$ cat src/rtl/mem_pkg.sv
// memory subsystem package
// word address split, cache geometry and main memory constants
// shared by both caches, the fill sequencer and main memory
package mem_pkg;

	localparam int ADDR_W = 16;                         // word address width
	localparam int DATA_W = 16;                         // data word width
	localparam int OFFSET_W = 3;                        // word inside a block
	localparam int INDEX_W = 5;                         // line select
	localparam int TAG_W = ADDR_W - INDEX_W - OFFSET_W; // whatever is left over
	localparam int WORDS_PER_BLOCK = 1 << OFFSET_W;     // words fetched per fill
	localparam int NUM_LINES = 1 << INDEX_W;            // lines per cache
	localparam int CACHE_WORDS = NUM_LINES * WORDS_PER_BLOCK;
	localparam int MEM_WORDS = 1 << ADDR_W;             // full 64K word space
	localparam int MEM_LATENCY = 4;                     // read request to data valid

	// power-up image of main memory is addr ^ key
	localparam logic [DATA_W-1:0] MEM_INIT_KEY = 16'h5a5a;

	// cache view of a word address
	typedef struct packed {
		logic [TAG_W-1:0]    tag;
		logic [INDEX_W-1:0]  index;
		logic [OFFSET_W-1:0] offset;
	} addr_fields_t;

	// one address word seen either raw or split into fields
	typedef union packed {
		logic [ADDR_W-1:0] raw;
		addr_fields_t      f;
	} word_addr_t;

endpackage

$ cat src/rtl/cache_fill_fsm.sv
// cache block fill sequencer
// issues one pipelined memory read per cycle for the 8 words of a block,
// writes each word into the cache as it returns, then writes the tag
// shared by both caches, the controller picks the target
`timescale 1ns/1ps

module cache_fill_fsm (
	input  logic                        clk,
	input  logic                        rst_n,
	input  logic                        fill_start,      // only looked at while idle
	input  mem_pkg::word_addr_t         fill_addr,       // missing address
	input  logic [mem_pkg::DATA_W-1:0]  mem_rdata,
	input  logic                        mem_rdata_valid,
	output logic                        busy,
	output logic                        mem_rd,
	output logic [mem_pkg::ADDR_W-1:0]  mem_addr,
	output logic                        data_we,         // word_data goes to word_addr
	output logic                        tag_we,          // last fill cycle
	output mem_pkg::word_addr_t         word_addr,
	output logic [mem_pkg::DATA_W-1:0]  word_data
);
	import mem_pkg::*;

	word_addr_t          base;       // block being filled
	word_addr_t          issue_addr;
	logic                issuing;    // read requests still going out
	logic [OFFSET_W-1:0] issue_cnt;  // offset of next read request
	logic [OFFSET_W-1:0] ret_cnt;    // offset of next returning word
	logic                accept;
	logic                last_issue;
	logic                last_ret;

	assign accept = fill_start && !busy;
	assign last_issue = issue_cnt == OFFSET_W'(WORDS_PER_BLOCK - 1);
	assign last_ret = data_we && (ret_cnt == OFFSET_W'(WORDS_PER_BLOCK - 1));

	// request and return addresses share tag and index of the block
	always_comb begin
		issue_addr = base;
		issue_addr.f.offset = issue_cnt;
		word_addr = base;
		word_addr.f.offset = ret_cnt; // wraps to 0 for the tag cycle
	end

	assign mem_rd = issuing;
	assign mem_addr = issue_addr.raw;
	assign data_we = busy && mem_rdata_valid; // memory only returns fill reads
	assign word_data = mem_rdata;

	// control
	always_ff @(posedge clk) begin
		if (!rst_n) begin
			busy <= 1'b0;
			issuing <= 1'b0;
			tag_we <= 1'b0;
			issue_cnt <= '0;
			ret_cnt <= '0;
		end else begin
			if (accept) begin
				busy <= 1'b1;
				issuing <= 1'b1; // first read goes out next cycle
				issue_cnt <= '0;
				ret_cnt <= '0;
			end
			if (issuing) begin
				issue_cnt <= issue_cnt + 1'b1;
				if (last_issue)
					issuing <= 1'b0;
			end
			if (data_we)
				ret_cnt <= ret_cnt + 1'b1;
			if (last_ret)
				tag_we <= 1'b1; // tag goes in the cycle after the 8th word
			if (tag_we) begin
				tag_we <= 1'b0;
				busy <= 1'b0; // back to idle
			end
		end
	end

	// block base, payload only
	always_ff @(posedge clk) begin
		if (accept)
			base <= fill_addr;
	end

endmodule

$ cat config.mk
export PLATFORM = sky130hd
export DESIGN_NAME = cache_fill_fsm
export DESIGN_NICKNAME = d
export VERILOG_FILES = /design/src/rtl/mem_pkg.sv /design/src/rtl/cache_fill_fsm.sv
export SDC_FILE = /design/constraint.sdc
export NUM_CORES = 1
export LEC_CHECK = 0
export ABC_CLOCK_PERIOD_IN_PS = 1400
export BUFFER_PORTS_ARGS = -buffer_cell sky130_fd_sc_hd__buf_2
export CAP_MARGIN = 30
export CORE_UTILIZATION = 37
export DETAILED_ROUTE_END_ITERATION = 6
export PLACE_DENSITY = 0.77
export SYNTH_ARGS = -nofsm -noshare
export SYNTH_HDL_FRONTEND = slang
export SYNTH_SLANG_ARGS = --single-unit
$ cat constraint.sdc
create_clock -name clk -period 1.4 [get_ports clk]
set_input_delay 0.35 -clock clk [delete_from_list [all_inputs] [get_ports clk]]
set_output_delay 0.35 -clock clk [all_outputs]
set_load 0.03 [all_outputs]
Word-level counts from Yosys, hierarchy flattened
Cells that the tools add are included.
- output and inout bits: 52
- word-level logic and storage cells: 25
- bits of input ports: 36
- register bits after elaboration: 25
- bitwise gates (word level): 1
- muxes and demuxes: 7
- equal/unequal tests: 2
- add/subtract/negate cells: 2
- reduce and logical (&&, ||, !) cells: 7
- operators with widths (operator ; number):
    2-to-1 mux 3 bit ; 3
    adder 3 x 1 -> 3 bit, second input constant ; 2
    == test 3 bit, second input constant ; 2
    2-to-1 mux 1 bit ; 4
    nonzero test 2 bit ; 2
    logical AND 1 bit ; 3
    OR reduction 2 bit ; 1
    zero test 1 bit ; 1
    inverter 1 bit ; 1

Longest topological paths before layout
- depth in word-level cells: 5
- mapped depth: 4
- mapped depth without buffers: 4

Worst setup path after synthesis
Ideal clock, no wire load.
- kind: register -> register
- from: reg busy
- to: reg base[10] (netlist name), enable pin
- setup time: 349 ps
- data arrival time: 926 ps
- required time: 1051 ps
- cell stages (with the launch flop): 3
- buffers on the path: 0
- setup slack: 125 ps
- clock period less this slack: 1275 ps
- path through: dfxtp_1 > nand2b_4 > inv_1
- word-level cells in the longest chain between the ends: 2
- RTL lines (element ; line ; RTL):
    start, declared ; cache_fill_fsm.sv:14 ; output logic busy,
    start signal, assigned ; cache_fill_fsm.sv:53 ; busy <= 1'b0;
    start signal, assigned ; cache_fill_fsm.sv:60 ; busy <= 1'b1;
    start signal, assigned ; cache_fill_fsm.sv:76 ; busy <= 1'b0;
    zero test 1 bit ; cache_fill_fsm.sv:33 ; assign accept = fill_start && !busy;
    logical AND 1 bit ; cache_fill_fsm.sv:33 ;
    named net accept ; cache_fill_fsm.sv:29 ; logic accept;
    end signal, assigned ; cache_fill_fsm.sv:84 ; base <= fill_addr;
    end, declared ; cache_fill_fsm.sv:24 ; word_addr_t base;
The timed path passes the listed nets, and every way through them passes these cells.
A chain may end at the register's enable or synchronous reset.

Worst setup path in the final report
- from: reg busy
- to: out data_we
- word-level cells in the longest chain between the ends: 1
- RTL lines (element ; line ; RTL):
    logical AND 1 bit ; cache_fill_fsm.sv:47 ; assign data_we = busy && mem_rdata_valid;
    end, declared ; cache_fill_fsm.sv:17 ; output logic data_we,
No other way between the ends.

==> summary.txt <==
Cell taking the most area after synthesis -> edfxtp_1
Clock root cell -> clkbuf_4
Util after Layout -> 45.76%
Count leader, synth -> buf_4
Mapped Nets -> 124
Final Cell Area -> 0.001175 mm²
Die Area -> 0.003016 mm²
Fmax -> 737.4 MHz
Final nets -> 154
Worst Clk Skew -> 0.003648 ns
Period utilization -> 96.87%
DIE HEIGHT -> 54.92 µm
Largest net degree at the start of global routing -> 14
Cell area after synthesis -> 0.001036 mm²
CP Buf/Inv Count -> 1
DRT Pass-1 Iters -> 4
Clock Pin Slew Worst Setup and Hold Paths -> 0.11 ns
Clk Latency, worst-skew pair -> 0.29 ns
Routed len/inst -> 12.39 µm
PnR Total Power -> 1.319 mW
CTS sink cnt -> 22
Worst-path cell chain -> and2_2 -> buf_4
Crit Path Class -> register to primary output
Final Hold Fails -> 0
Layout area overhead -> 13.41%
Initial antenna violation count -> 0
DRC errors left -> 0
Synth top cells by count -> buf_4, edfxtp_1, dfxtp_1
Yosys warns -> 0
Synth Flop Type -> edfxtp_1
Die X-Extent -> 54.92 µm
Vias per Instance -> 4.566
Tot GR Track Use -> 10.95%
Number of flops mapped to enable cells by yosys -> 13
Endpoints failing setup -> 0
Power Density -> 1123 mW/mm²
Synthesized area per cell -> 12.33 µm²
CP Launch Type -> register
Global-route wire length before repair -> 2228 µm
Leak -> 0.5662 nW
Status -> finished, final reports clean
Fin. max-slew vios -> 0
Gate Count Post-Synth -> 84
Row cnt -> 18
Crit path max-delay family -> flip-flops
Antenna diode instance count -> 0
Post-synth ARST share -> 0%
TritonCTS Buffers -> 3
Layout cells sized above 1 -> 55.75%
Max cap viols -> 0
Critical Path AT -> 1.01 ns
FF-to-FF End -> base[11]
# IOs -> 88
GP Congestion -> 0.6488
#FFs+latches synth -> 22
RSZ-0062 raised after global routing -> false
Filler cell count -> 243
Deepest clock path buffer count -> 2
Worst-case vdd ir drop -> 0.0005751 V
Max incr delay on CP -> 0.37 ns
H-tree depth -> 1
Slew @ Worst Pin -> 0.1646 ns
Slew headroom -> 88.98%
Overflow after GRT -> 0
Cell Area, Placed -> 0.001124 mm²
Post-Route Setup TNS -> 0 ns
Hold Crit Depth -> 1
Crit path required time -> 1.05 ns
Core ar. -> 0.002567 mm²
Area contributors post-synth -> edfxtp_1, buf_4, dfxtp_1
FF-to-FF Start -> busy
Drt total wl -> 1772 µm
Worst Hold Launch -> fill_addr[13]
CP Capture Type -> primary output
Starting density of the core -> 40.35%
Hold_ws -> 0.2227 ns
CTS tree -> built
Flop2flop setup slack -> 0.19 ns
Min-Delay Path Class -> input pin to register
Register area share after synthesis -> 55.07%
Reg2Reg Depth -> 4
Post-synth cell types -> 23
Fin crit period -> 1.356 ns
Initial DRC Count -> 3
Hold EP -> base[13]
Crit-path max FO -> 3
Hold Buf Count CTS -> 0
Vias in the first global route -> 546
PortBufs -> 52
Vias -> 653
Antenna Violating Nets Remaining -> 0
Yosys top cell area share -> 37.68%
Slowest CP cell -> dfxtp_4
## sequential cells by signal, summed over array words and instances (netlist names)
signal	count
issue_cnt	3
tag_we	1
ret_cnt	3
base	13
mem_rd	1
busy	1
## report_power, final
group | switching, mW | internal [mW] | total (mW)
registers | 0.0223 | 0.722 | 0.744
clock network | 0.172 | 0.158 | 0.331
logic | 0.163 | 0.0809 | 0.244
total | 0.358 | 0.961 | 1.32
## layout by cell type, fill, tap and decap left out, types with 2 or more instances in the layout
cell type / synthesis / final
buf_2: 0 / 51
edfxtp_1: 13 / 13
dfxtp_1: 9 / 7
ha_1: 4 / 4
nand2_1: 3 / 3
nand3b_1: 3 / 3
a21boi_1: 3 / 3
clkbuf_4: 0 / 3
buf_4: 29 / 3
mux2i_1: 2 / 2
nor2b_1: 2 / 2
o21ai_0: 2 / 2
a21oi_1: 2 / 2
## layer usage
metal / part of all wire, % / vias up / global-route usage, %
met5: 0 / - / 0
met4: 1.1 / 0 / 6.667
met3: 11 / 2 / 1.913
met2: 48 / 42 / 19.88
met1: 39 / 292 / 11.66
li1: - / 317 / -
## worst max-delay path by stage
stage                to             from  depth (start not counted)
3_3_place_gp    data_we  mem_rdata_valid                          3
5_1_grt         data_we             busy                          2
3_5_place_dp    data_we  mem_rdata_valid                          3
6_report        data_we             busy                          2
4_1_cts         data_we             busy                          2
2_1_floorplan  base[10]             busy                          2
## layout make-up
class                   count  area (µm²)  area share, %
inverters                   1       3.754         0.3195
multi-input cells          32       244.0          20.77
well taps                  30       37.54          3.195
clock buffers               4       36.28          3.088
flip-flops and latches     22       575.6          48.99
repair buffers             54       277.8          23.64
## through the flow
stage	std cells	setup slack, ns
finish	143	0.04389
global route	143	0.001783
CTS	143	0.02534
detailed placement	138	0.1828
global placement	138	0.1935
floorplan	84	0.1248
## worst register-to-register path, stage by stage (launching register included)
cell and delay, ns:
dfxtp_4 0.37, buf_4 0.15, nand2b_4 0.16, inv_1 0.05, buf_4 0.19
## cell families (layout without fill, tap and decap cells)
logic type / after synthesis / in the layout / synth area share (%)
AO/OA/AOI/OAI: 8 / 8 / 4.831
multiplexers: 2 / 2 / 1.932
flip-flops: 22 / 22 / 55.07
AND/OR/NAND/NOR: 17 / 17 / 11.11
adder cells (fa/ha/maj): 4 / 4 / 4.831
buffers and inverters: 30 / 59 / 21.38
XOR/XNOR: 1 / 1 / 0.8456
## timing repair
item                                    in CTS  in global routing
endpoints found under the setup margin       1                  1
pin swaps                                    0                  0
buffers inserted                             1                  0
gates resized for setup                      3                  1
Note: power is estimated with default switching activity, not from simulation.
